File: src/include/lc3b_mem_pkg.sv
package lc3b_mem_pkg;

    // Data and address word of the LC-3b
    typedef logic [15:0] lc3b_word;

    // Byte enable, bit 0 is the low byte lane
    typedef logic [1:0] lc3b_mem_wmask;

    // Memory operations handled by the stage
    typedef enum logic [1:0] {
        OP_LDR = 2'b00,
        OP_LDB = 2'b01,
        OP_STR = 2'b10,
        OP_STB = 2'b11
    } mem_op_t;

    // Lane masks
    localparam lc3b_mem_wmask MASK_WORD = 2'b11;
    localparam lc3b_mem_wmask MASK_LO   = 2'b01;
    localparam lc3b_mem_wmask MASK_HI   = 2'b10;

endpackage

File: src/include/lc3b_perf_pkg.sv
package lc3b_perf_pkg;

    // Counter order: L2 hit, L2 miss, D-L1 hit, D-L1 miss, I-L1 hit, I-L1 miss,
    // branch predict, branch mispredict, stall
    localparam int NUM_COUNTERS = 9;

    // Window of word slots, one counter per even address
    localparam lc3b_mem_pkg::lc3b_word PERF_BASE  = 16'hFF00;
    localparam int                     PERF_SLOTS = 16;
    localparam lc3b_mem_pkg::lc3b_word PERF_LAST  = PERF_BASE + 16'(2 * PERF_SLOTS - 1);

    // Slot number inside the window
    typedef logic [3:0] perf_index_t;

endpackage

File: src/hdl/perf_bus_if.sv
`timescale 1ns/1ps

interface perf_bus_if;
    import lc3b_mem_pkg::*;
    import lc3b_perf_pkg::*;

    // Per-counter clear and the live counter values
    logic [NUM_COUNTERS-1:0] clear;
    lc3b_word                count [NUM_COUNTERS];

    // Load completion, qualified by the fields below
    logic        ld_req;
    logic        ld_from_counter;
    perf_index_t ld_index;
    logic        ld_byte;
    logic        ld_hi;

    modport access (
        output clear,
        output ld_req,
        output ld_from_counter,
        output ld_index,
        output ld_byte,
        output ld_hi
    );

    modport drain (
        input count,
        input ld_req,
        input ld_from_counter,
        input ld_index,
        input ld_byte,
        input ld_hi
    );

endinterface

File: src/hdl/lc3b_mem_stage.sv
`timescale 1ns/1ps

module lc3b_mem_stage (
    input  logic                                   clk,
    input  logic                                   i_rst_n,

    // Operation from the pipeline
    input  logic                                   i_op_valid,
    input  lc3b_mem_pkg::mem_op_t                  i_op,
    input  lc3b_mem_pkg::lc3b_word                 i_addr,
    input  lc3b_mem_pkg::lc3b_word                 i_wdata,
    output logic                                   o_stall_pipe,
    output logic                                   o_ld_valid,
    output lc3b_mem_pkg::lc3b_word                 o_ld_data,

    // Data memory port
    input  logic                                   i_d_mem_resp,
    input  lc3b_mem_pkg::lc3b_word                 i_d_mem_rdata,
    output lc3b_mem_pkg::lc3b_word                 o_d_mem_address,
    output lc3b_mem_pkg::lc3b_word                 o_d_mem_wdata,
    output logic                                   o_d_mem_read,
    output logic                                   o_d_mem_write,
    output lc3b_mem_pkg::lc3b_mem_wmask            o_d_mem_byte_enable,

    // Counter increment events
    input  logic [lc3b_perf_pkg::NUM_COUNTERS-1:0] i_event
);
    import lc3b_perf_pkg::*;

    perf_bus_if perf_bus ();

    mem_access_unit u_access (
        .clk,
        .i_rst_n,
        .i_op_valid,
        .i_op,
        .i_addr,
        .i_wdata,
        .i_d_mem_resp,
        .o_d_mem_address,
        .o_d_mem_wdata,
        .o_d_mem_read,
        .o_d_mem_write,
        .o_d_mem_byte_enable,
        .o_stall_pipe,
        .bus             (perf_bus)
    );

    // One counter per event, each on its own clear bit and count slot
    for (genvar k = 0; k < NUM_COUNTERS; k++) begin : g_counter
        perf_counter u_counter (
            .clk,
            .i_rst_n,
            .i_inc   (i_event[k]),
            .i_clear (perf_bus.clear[k]),
            .o_count (perf_bus.count[k])
        );
    end

    load_return u_return (
        .clk,
        .i_rst_n,
        .i_d_mem_rdata,
        .o_ld_valid,
        .o_ld_data,
        .bus           (perf_bus)
    );

endmodule

File: src/hdl/load_return.sv
`timescale 1ns/1ps

module load_return (
    input  logic                   clk,
    input  logic                   i_rst_n,
    input  lc3b_mem_pkg::lc3b_word i_d_mem_rdata,
    output logic                   o_ld_valid,
    output lc3b_mem_pkg::lc3b_word o_ld_data,
    perf_bus_if.drain              bus
);
    import lc3b_mem_pkg::*;
    import lc3b_perf_pkg::*;

    lc3b_word counter_value;
    lc3b_word raw_data;
    lc3b_word ret_data;

    // Unpopulated slots read as zero
    always_comb begin
        counter_value = '0;
        if (int'(bus.ld_index) < NUM_COUNTERS) begin
            counter_value = bus.count[bus.ld_index];
        end
    end

    assign raw_data = bus.ld_from_counter ? counter_value : i_d_mem_rdata;

    // LDB returns one byte, zero-extended
    always_comb begin
        ret_data = raw_data;
        if (bus.ld_byte) begin
            if (bus.ld_hi) begin
                ret_data = {8'h00, raw_data[15:8]};
            end else begin
                ret_data = {8'h00, raw_data[7:0]};
            end
        end
    end

    always_ff @(posedge clk or negedge i_rst_n) begin
        if (!i_rst_n) begin
            o_ld_valid <= 1'b0;
        end else begin
            o_ld_valid <= bus.ld_req;
        end
    end

    always_ff @(posedge clk) begin
        if (bus.ld_req) begin
            o_ld_data <= ret_data;
        end
    end

endmodule

File: src/hdl/mem_access_unit.sv
`timescale 1ns/1ps

module mem_access_unit (
    input  logic                        clk,
    input  logic                        i_rst_n,
    input  logic                        i_op_valid,
    input  lc3b_mem_pkg::mem_op_t       i_op,
    input  lc3b_mem_pkg::lc3b_word      i_addr,
    input  lc3b_mem_pkg::lc3b_word      i_wdata,
    input  logic                        i_d_mem_resp,
    output lc3b_mem_pkg::lc3b_word      o_d_mem_address,
    output lc3b_mem_pkg::lc3b_word      o_d_mem_wdata,
    output logic                        o_d_mem_read,
    output logic                        o_d_mem_write,
    output lc3b_mem_pkg::lc3b_mem_wmask o_d_mem_byte_enable,
    output logic                        o_stall_pipe,
    perf_bus_if.access                  bus
);
    import lc3b_mem_pkg::*;
    import lc3b_perf_pkg::*;

    logic          accept;
    logic          in_window;
    logic          win_accept;
    logic          mem_accept;
    logic          op_store;
    logic          op_byte;
    logic          req_byte;
    lc3b_word      slot_offset;
    perf_index_t   slot;
    lc3b_word      lane_wdata;
    lc3b_mem_wmask lane_mask;

    // New operations only while no memory request is open
    assign accept = i_op_valid && !o_stall_pipe;

    assign op_store = (i_op == OP_STR) || (i_op == OP_STB);
    assign op_byte  = (i_op == OP_LDB) || (i_op == OP_STB);

    // Counter window decode, bit 0 only selects the lane
    assign in_window   = (i_addr >= PERF_BASE) && (i_addr <= PERF_LAST);
    assign slot_offset = i_addr - PERF_BASE;
    assign slot        = perf_index_t'(slot_offset >> 1);

    assign win_accept = accept && in_window;
    assign mem_accept = accept && !in_window;

    assign o_stall_pipe = o_d_mem_read || o_d_mem_write;

    // Clear pulse for a store into a populated slot
    always_comb begin
        for (int k = 0; k < NUM_COUNTERS; k++) begin
            bus.clear[k] = win_accept && op_store && (slot == perf_index_t'(k));
        end
    end

    // Byte store goes to the lane picked by address bit 0
    always_comb begin
        lane_wdata = i_wdata;
        lane_mask  = MASK_WORD;
        if (i_op == OP_STB) begin
            if (i_addr[0]) begin
                lane_wdata = {i_wdata[7:0], 8'h00};
                lane_mask  = MASK_HI;
            end else begin
                lane_wdata = {8'h00, i_wdata[7:0]};
                lane_mask  = MASK_LO;
            end
        end
    end

    // Request level, held until the response edge
    always_ff @(posedge clk or negedge i_rst_n) begin
        if (!i_rst_n) begin
            o_d_mem_read  <= 1'b0;
            o_d_mem_write <= 1'b0;
        end else if (mem_accept) begin
            o_d_mem_read  <= !op_store;
            o_d_mem_write <= op_store;
        end else if (i_d_mem_resp) begin
            o_d_mem_read  <= 1'b0;
            o_d_mem_write <= 1'b0;
        end
    end

    always_ff @(posedge clk) begin
        if (mem_accept) begin
            o_d_mem_address     <= i_addr;
            o_d_mem_wdata       <= lane_wdata;
            o_d_mem_byte_enable <= lane_mask;
            req_byte            <= op_byte;
        end
    end

    // Load completion: response of an open read, or a window load on acceptance
    always_comb begin
        if (o_d_mem_read) begin
            bus.ld_req          = i_d_mem_resp;
            bus.ld_from_counter = 1'b0;
            bus.ld_index        = '0;
            bus.ld_byte         = req_byte;
            bus.ld_hi           = o_d_mem_address[0];
        end else begin
            bus.ld_req          = win_accept && !op_store;
            bus.ld_from_counter = 1'b1;
            bus.ld_index        = slot;
            bus.ld_byte         = op_byte;
            bus.ld_hi           = i_addr[0];
        end
    end

endmodule

File: src/hdl/perf_counter.sv
`timescale 1ns/1ps

module perf_counter (
    input  logic                   clk,
    input  logic                   i_rst_n,
    input  logic                   i_inc,
    input  logic                   i_clear,
    output lc3b_mem_pkg::lc3b_word o_count
);

    // Clear beats an event on the same edge and the count wraps at 16 bits
    always_ff @(posedge clk or negedge i_rst_n) begin
        if (!i_rst_n) begin
            o_count <= '0;
        end else if (i_clear) begin
            o_count <= '0;
        end else if (i_inc) begin
            o_count <= o_count + 16'd1;
        end
    end

endmodule

File: config.mk
export PLATFORM = sky130hd
export DESIGN_NAME = lc3b_mem_stage
export DESIGN_NICKNAME = d
export VERILOG_FILES = /design/src/include/lc3b_mem_pkg.sv /design/src/include/lc3b_perf_pkg.sv /design/src/hdl/perf_bus_if.sv /design/src/hdl/lc3b_mem_stage.sv /design/src/hdl/load_return.sv /design/src/hdl/mem_access_unit.sv /design/src/hdl/perf_counter.sv
export SDC_FILE = /design/constraint.sdc
export NUM_CORES = 1
export LEC_CHECK = 0
export BUFFER_PORTS_ARGS = -buffer_cell sky130_fd_sc_hd__buf_2
export CAP_MARGIN = 30
export CELL_PAD_IN_SITES_DETAIL_PLACEMENT = 0
export CELL_PAD_IN_SITES_GLOBAL_PLACEMENT = 2
export CORE_ASPECT_RATIO = 1.2
export CORE_MARGIN = 10
export CORE_UTILIZATION = 39
export DETAILED_ROUTE_END_ITERATION = 10
export PLACE_DENSITY_LB_ADDON = 0.1
export SLEW_MARGIN = 20
export SYNTH_ARGS = -nofsm -noshare
export SYNTH_HDL_FRONTEND = slang
export SYNTH_SLANG_ARGS = --single-unit
File: constraint.sdc
create_clock -name clk -period 3.6 [get_ports clk]
set_clock_uncertainty 0.15 [all_clocks]
set_input_delay 0.36 -clock clk [delete_from_list [all_inputs] [get_ports clk]]
set_output_delay 0.36 -clock clk [all_outputs]
set_load 0.02 [all_outputs]
==> reports/summary.txt, run 1 <==
status - completed
Initial Utilization - 39.68%
Setup Crit Path Kind - reg -> reg
Ys Warns - 0
antenna-violating nets left - 0
Post-DP Area - 11310 um2
Startpoint Class - register
CTS tree - built
Syn-to-layout area delta - 15.02%
Worst EP arrival - 2690 ps
Total Neg Setup Slack - 0 ps
routability cong. - 0.8423
post-route clock period utilization - 70.72%
sequential area share after synthesis - 49.83%
design area - 12030 um2
Die X-Extent - 169.5 um
CTS buffer count - 17
Seq cells post-synth - 198
vias in the first global route - 7908
drt first pass iters - 6
DP Wirelength - 22660 um
Tot GR Track Use - 18.16%
crit path max fanout - 21
die area - 33780 um2
Cell variety after synth - 58
Nets - 1162
Post-Syn Area - 10460 um2
I/O pin count - 117
H-tree Lvls - 4
layout cells sized above 1 - 18.04%
Iteration-0 DRC Markers - 699
I/O Buffers - 116
# setup viols final - 0
wire length of the first global-routing pass - 48320 um
RR Startpoint - u_access.o_d_mem_read
per-cell routed wire length - 21.10 um
routed vias - 7934
unrepaired setup endpoints after global routing - no
max-slew violations - 0
synthesized net count - 1044
Max-Cap Viols - 0
HP Class - in -> reg
Worst-path clk slew - 80 ps
DR DRC count - 0
final core occ - 45.64%
final hold viol count - 0
Hold EP - u_access.req_byte
Reg2Reg Depth - 5
Post-Syn Instances - 972
core area - 26350 um2
clock buffer depth - 2
EDFF count, synth - 51
worst slew pin tran - 757.4 ps
crit path capture type - register
final WL - 30360 um
Yosys top cell area share - 35.18%
Vias/cell - 5.514
top_reg_cell synth - dfrtp_1
post-layout min period - 2546 ps
clk_lat worst skew - 450 ps
Hold Crit Depth - 1
CP required - 3750 ps
height of the die - 199.4 um
Static Leakage - 0.005091 uW
fraction of registers with async set/reset - 74.24%
Worst IR Drop VDD - 0.2536 mV
CTS Root Buffer Type - clkbuf_16
antenna violations before repair - 1
post_cts resized - 0
Slew HR - 49.34%
CTS Sinks - 198
Row Count - 65
largest net degree at the start of global routing - 62
GR Overflow Total - 0
Area contributors post-synth - dfrtp_1, edfxtp_1, xor2_1
worst r2r dst - g_counter[6].u_counter.o_count[4]
PD cells - 557.4 nW/um2
HP Start - i_op[0]
Peak Freq - 0.3928 GHz
syn_area_per_cell - 10.76 um2
reg-to-reg slack, setup - 1050 ps
Synth area leader - dfrtp_1
synthesized netlist by cell type (3+ instances only):
cell,instances
a211oi_1,18
a21boi_0,3
a21o_1,9
a21oi_1,46
a222oi_1,5
a311oi_1,3
and2_1,14
and3_1,14
and4_1,23
buf_2,11
buf_4,13
buf_6,5
clkbuf_1,11
dfrtp_1,147
edfxtp_1,51
ha_1,9
inv_1,14
mux2i_1,46
mux4_2,16
nand2_1,74
nand3_1,45
nand4_1,30
nor2_1,122
nor2b_1,3
nor3_1,6
nor3_4,6
nor4_1,7
o21ai_0,30
o22ai_1,17
o31ai_1,12
or3_1,22
or4_1,11
xnor2_1,44
xor2_1,55
repair_timing:
| action | 4_1_cts | 5_1_grt |
|---|---|---|
| hold endpoints to repair | 67 | 0 |
| hold buffers | 13 | 0 |
| setup buffers | 0 | 0 |
placed cells by master (no fill, tap or decap), types with 7 or more instances in the layout:
cell type      synthesis  routed
mux2i_1               46      46
o21ai_0               30      30
nand4_1               30      30
nand3_1               45      45
edfxtp_1              51      51
a21oi_1               46      46
nand2_1               74      74
and3_1                14      14
o22ai_1               17      17
or3_1                 22      22
nor4_1                 7       7
buf_4                 13      10
xnor2_1               44      44
inv_1                 14      14
o31ai_1               12      12
xor2_1                55      55
dfrtp_1              147     147
and2_1                14      14
mux4_2                16      16
clkbuf_16              0      17
or4_1                 11      11
nor2_1               122     122
a21o_1                 9       9
ha_1                   9       9
dlygate4sd3_1          0      13
and4_1                23      23
buf_2                 11     115
a211oi_1              18      18
worst max path at each step:
stage	startpoint	to	slack, ps	cells past startpoint
6_report	u_access.o_d_mem_read	g_counter[6].u_counter.o_count[4]	1050	5
5_1_grt	u_access.o_d_mem_read	g_counter[6].u_counter.o_count[4]	910	5
4_1_cts	u_access.o_d_mem_read	g_counter[6].u_counter.o_count[4]	1070	5
3_5_place_dp	i_addr[1]	u_return.o_ld_data[1]	890	6
3_3_place_gp	i_addr[2]	u_return.o_ld_data[7]	950	5
2_1_floorplan	u_access.o_d_mem_read	u_return.o_ld_data[0]	770	4
layout make-up:
cell class,count,area [um2]
fillers,2523,14330
flip-flops and latches,198,5210
multi-input cells,719,4946
repair buffers,140,812.0
clock buffers,19,444.2
well taps,335,419.2
clock inverters,13,138.9
inverters,14,52.55
diodes,1,2.502
critical path, cell delays in order, from the launching register on:
cell and delay [ps]:
dfrtp_1 430, buf_4 230, and4bb_2 380, nand4_4 340, nor3_4 740, nor2_1 110
flip-flops by register name (all words and copies together) (netlist names):
register and flops:
u_return.o_ld_valid 1, u_access.req_byte 1, u_access.o_d_mem_byte_enable 2, g_counter.u_counter.o_count 144, u_access.o_d_mem_write 1, u_access.o_d_mem_read 1
u_access.o_d_mem_address 16, u_return.o_ld_data 16, u_access.o_d_mem_wdata 16
cells by family (layout without fill, tap and decap cells):
kind of cell             Yosys count  in the layout  share of synthesized area, %
AND/OR/NAND/NOR                  400            400                         21.06
flip-flops                       198            198                         49.83
AO/OA/AOI/OAI                    149            149                         8.952
XOR/XNOR                          99             99                         8.293
multiplexers                      62             62                         7.851
buffers and inverters             55            186                         2.932
adder cells (fa/ha/maj)            9              9                         1.077
other                              0              1                             0
report_power, final:
group / switching [uW] / leakage (uW) / internal [uW] / total (uW)
logic: 785 / 0.00239 / 633 / 1420
registers: 615 / 0.00242 / 2720 / 3340
clock network: 945 / 0.000285 / 1000 / 1950
through the flow:
stage	hold slack, ps	instances	power (uW)	setup slack, ps
detailed placement	244.9	1393	4805	889.5
CTS	2.365	1438	6780	1069
floorplan	-85.59	972	4192	771.6
global route	7.219	1439	7104	906.9
finish	19.25	1439	6702	1054
global placement	252.1	1393	4796	948.6
metal layers:
layer	share of wire [%]	track usage, %	routed length, um
met5	0	0	0
met4	1.3	4.704	389
met3	4.6	3.518	1393
met2	46	27.67	13940
met1	48	25.88	14640
Power figures use the tool's default switching activity.
==> run 2: changes to the inputs <==
--- a/config.mk
+++ b/config.mk
@@ -5,13 +5,14 @@
 export SDC_FILE = /design/constraint.sdc
 export NUM_CORES = 1
 export LEC_CHECK = 0
+export ABC_AREA = 1
 export BUFFER_PORTS_ARGS = -buffer_cell sky130_fd_sc_hd__buf_2
 export CAP_MARGIN = 30
 export CELL_PAD_IN_SITES_DETAIL_PLACEMENT = 0
 export CELL_PAD_IN_SITES_GLOBAL_PLACEMENT = 2
 export CORE_ASPECT_RATIO = 1.2
 export CORE_MARGIN = 10
-export CORE_UTILIZATION = 39
+export CORE_UTILIZATION = 31
 export DETAILED_ROUTE_END_ITERATION = 10
 export PLACE_DENSITY_LB_ADDON = 0.1
 export SLEW_MARGIN = 20
==> constraint.sdc (replaced) <==
create_clock -name clk -period 2.2 [get_ports clk]
set_clock_uncertainty 0.15 [all_clocks]
set_input_delay 0.22 -clock clk [delete_from_list [all_inputs] [get_ports clk]]
set_output_delay 0.22 -clock clk [all_outputs]
set_load 0.02 [all_outputs]
==> reports/summary.txt, run 2 <==
status - completed (unchanged)
die area - 46780 um2 (was 33780 um2)
setup ws final - 189.8 ps (was 1054 ps)
Top cell by count, worst path - nand2_1
Slew HR - 66.67% (was 49.34%)
CTS tree - built (unchanged)
layout cells sized above 1 - 13.06% (was 18.04%)
max incr delay on CP - 530 ps (was 740 ps)
Post-Syn Area - 11930 um2 (was 10460 um2)
unrepaired setup endpoints after global routing - no (unchanged)
Worst IR Drop VDD - 0.6355 mV (was 0.2536 mV)
pre-CTS setup slack - 13.12 ps (was 889.5 ps)
largest reg by FF count - g_counter.u_counter.o_count (unchanged)
CP required - 2280 ps (was 3750 ps)
vias in the first global route - 11130 (was 7908)
H-tree Lvls - 4 (unchanged)
Iteration-0 DRC Markers - 568 (was 699)
sequential area share after synthesis - 43.66% (was 49.83%)
HP Class - in -> reg (unchanged)
most frequent cells in the layout - nand2_1, nand3_1, nor2_1 (was dfrtp_1, nor2_1, buf_2)
clk_lat worst skew - 470 ps (was 450 ps)
Startpoint Class - input pin (was register)
Die X-Extent - 199.1 um (was 169.5 um)
Total Neg Setup Slack - 0 ps (unchanged)
Crit-path slowest cell - dlygate4sd3_1 (was nor3_4)
wire length of the first global-routing pass - 63940 um (was 48320 um)
Area contributors post-synth - dfrtp_1, nand2_1, edfxtp_1 (was dfrtp_1, edfxtp_1, xor2_1)
fraction of registers with async set/reset - 74.24% (unchanged)
Seq cells post-synth - 198 (unchanged)
crit path capture type - register (unchanged)
final WL - 40170 um (was 30360 um)
drt first pass iters - 5 (was 6)
Tot GR Track Use - 17.56% (was 18.16%)
post-route clock period utilization - 91.37%
Post-Syn Instances - 1639 (was 972)
antenna violations before repair - 3 (was 1)
worst slew pin tran - 499.9 ps (was 757.4 ps)
DP Wirelength - 31010 um (was 22660 um)
crit path max fanout - 16 (was 21)
commonest non-fill, non-tap cell in the layout - nand2_1 (was dfrtp_1)
Max-Cap Viols - 0 (unchanged)
Worst EP arrival - 2090 ps (was 2690 ps)
DR DRC count - 0 (unchanged)
PD cells - 846.8 nW/um2 (was 557.4 nW/um2)
final hold viol count - 0 (unchanged)
Peak Freq - 0.4975 GHz
per-cell routed wire length - 17.33 um (was 21.10 um)
Synth area leader - dfrtp_1 (unchanged)
Ys Warns - 0 (unchanged)
# setup viols final - 0 (unchanged)
max-slew violations - 0 (unchanged)
GR Overflow Total - 0 (unchanged)
Row Count - 78 (was 65)
top_reg_cell synth - dfrtp_1 (unchanged)
antenna-violating nets left - 0 (unchanged)
Vias/cell - 4.770 (was 5.514)
core area - 37960 um2 (was 26350 um2)
number of flip-flops in the largest register - 144 (unchanged)
syn_area_per_cell - 7.281 um2 (was 10.76 um2)
Yosys top cell area share - 30.82% (was 35.18%)
CTS buffer count - 17 (unchanged)
worst-path cell chain - dlygate4sd3_1, clkbuf_4, inv_1, buf_4, nand3_1, nand2_1, o21ai_0, buf_4, nand3_1, nand2_1, nand2_1, nand2_1, inv_1 (was buf_4, and4bb_2, nand4_4, nor3_4, nor2_1)
height of the die - 234.9 um (was 199.4 um)
CTS Root Buffer Type - clkbuf_16 (unchanged)
EDFF count, synth - 51 (unchanged)
Static Leakage - 0.007043 uW (was 0.005091 uW)
routed vias - 11060 (was 7934)
Syn-to-layout area delta - 21.49% (was 15.02%)
hold_ws - 39.40 ps (was 19.25 ps)
Nets - 1896 (was 1162)
Worst-path clk slew - 80 ps (about the same)
synthesized net count - 1711 (was 1044)
Reg2Reg Depth - 7 (was 5)
Hold Crit Depth - 4 (was 1)
clock buffer depth - 2 (unchanged)
routability cong. - 0.8340 (was 0.8423)
Initial Utilization - 31.43% (was 39.68%)
commonest cells in the netlist - nand2_1, nand3_1, nor2_1 (was dfrtp_1, nor2_1, nand2_1)
Setup Crit Path Kind - in -> reg (was reg -> reg)
most common cell in the synthesized netlist - nand2_1 (was dfrtp_1)
largest net degree at the start of global routing - 43 (was 62)
post-layout min period - 2010 ps
I/O pin count - 117 (unchanged)
I/O Buffers - 116 (unchanged)
Cell variety after synth - 32 (was 58)
CTS Sinks - 198 (unchanged)
==> run 2: changes by cell type in the layout (fill, tap and decap cells not counted), moves of 23 or more <==
cell,previous run,this run
nand2_1,74,431
nand3_1,45,255
inv_1,14,173
nor2_1,122,230
mux2i_1,46,0
nor3_1,6,50
dlygate4sd3_1,13,53
buf_4,10,48
a21oi_1,46,15
xnor2_1,44,19
and4_1,23,0
==> run 2: worst paths after layout <==
path                                               startpoint  slack, ps                                  to
max reg2reg                             u_access.o_d_mem_read        230  g_counter[1].u_counter.o_count[12]
min in group asynchronous                             i_rst_n        120   g_counter[5].u_counter.o_count[6]
min reg2reg                g_counter[7].u_counter.o_count[11]        390  g_counter[7].u_counter.o_count[11]
max in group asynchronous                             i_rst_n       1090   g_counter[5].u_counter.o_count[9]
min                                         i_d_mem_rdata[15]         40              u_return.o_ld_data[15]
max                                                 i_addr[2]        190               u_return.o_ld_data[1]
==> run 2: cells by family after synthesis <==
| family | after synthesis | share of synthesized area (%) |
|---|---|---|
| and+or+nand+nor | 1044 | 38.49 |
| xor gates and xnor gates | 79 | 5.798 |
| buffers and inverters | 239 | 8.042 |
| DFF | 198 | 43.66 |
| AOI/OAI and AO/OA | 70 | 3.072 |
| adders and majority gates | 9 | 0.9436 |
==> run 2: area by class of cell <==
class | count | area (um2)
Multi-Input combinational cell | 1202 | 5783
Antenna cell | 1 | 2.502
Inverter | 178 | 674.4
Fill cell | 4075 | 23470
Clock buffer | 20 | 456.7
Timing Repair Buffer | 227 | 1680
Clock inverter | 12 | 91.34
Sequential cell | 198 | 5210
Tap cell | 480 | 600.6
==> run 2: per-stage QoR <==
step	power, uW	util (%)	cells	cell area [um2]
detailed placement	9225	35.22	2230	13370
global route	13250	38.19	2318	14500
global placement	9216	35.17	2229	13350
CTS	12480	38.06	2315	14450
finish	12280	38.19	2318	14500
floorplan	7788	-	1639	11940
==> run 2: metal layers <==
layer	routed length, um	GRT usage [%]	share of wire (%)
met5	13	0	0.032
met4	935	6.256	2.3
met3	1495	2.500	3.7
met2	19970	29.48	50
met1	17760	22.34	44
==> run 2: timing repair <==
item / CTS / global route
endpoints found under the setup margin: 0 / 55
resized for setup: 0 / 8
endpoints found under the hold margin: 182 / 0
hold buffers: 53 / 0
buffers inserted: 0 / 2
==> run 2: report_power, final <==
part           internal [uW]  leakage [uW]  switching [uW]
Sequential              4560       0.00225            1130
Clock                   1530      0.000268            1550
Combinational           1380       0.00452            2130
==> run 2: worst max-delay path: cells and delay by family <==
kind,cells,cell delay [ps]
compound gates,1,200
buf+inv,6,1180
simple gates,6,500
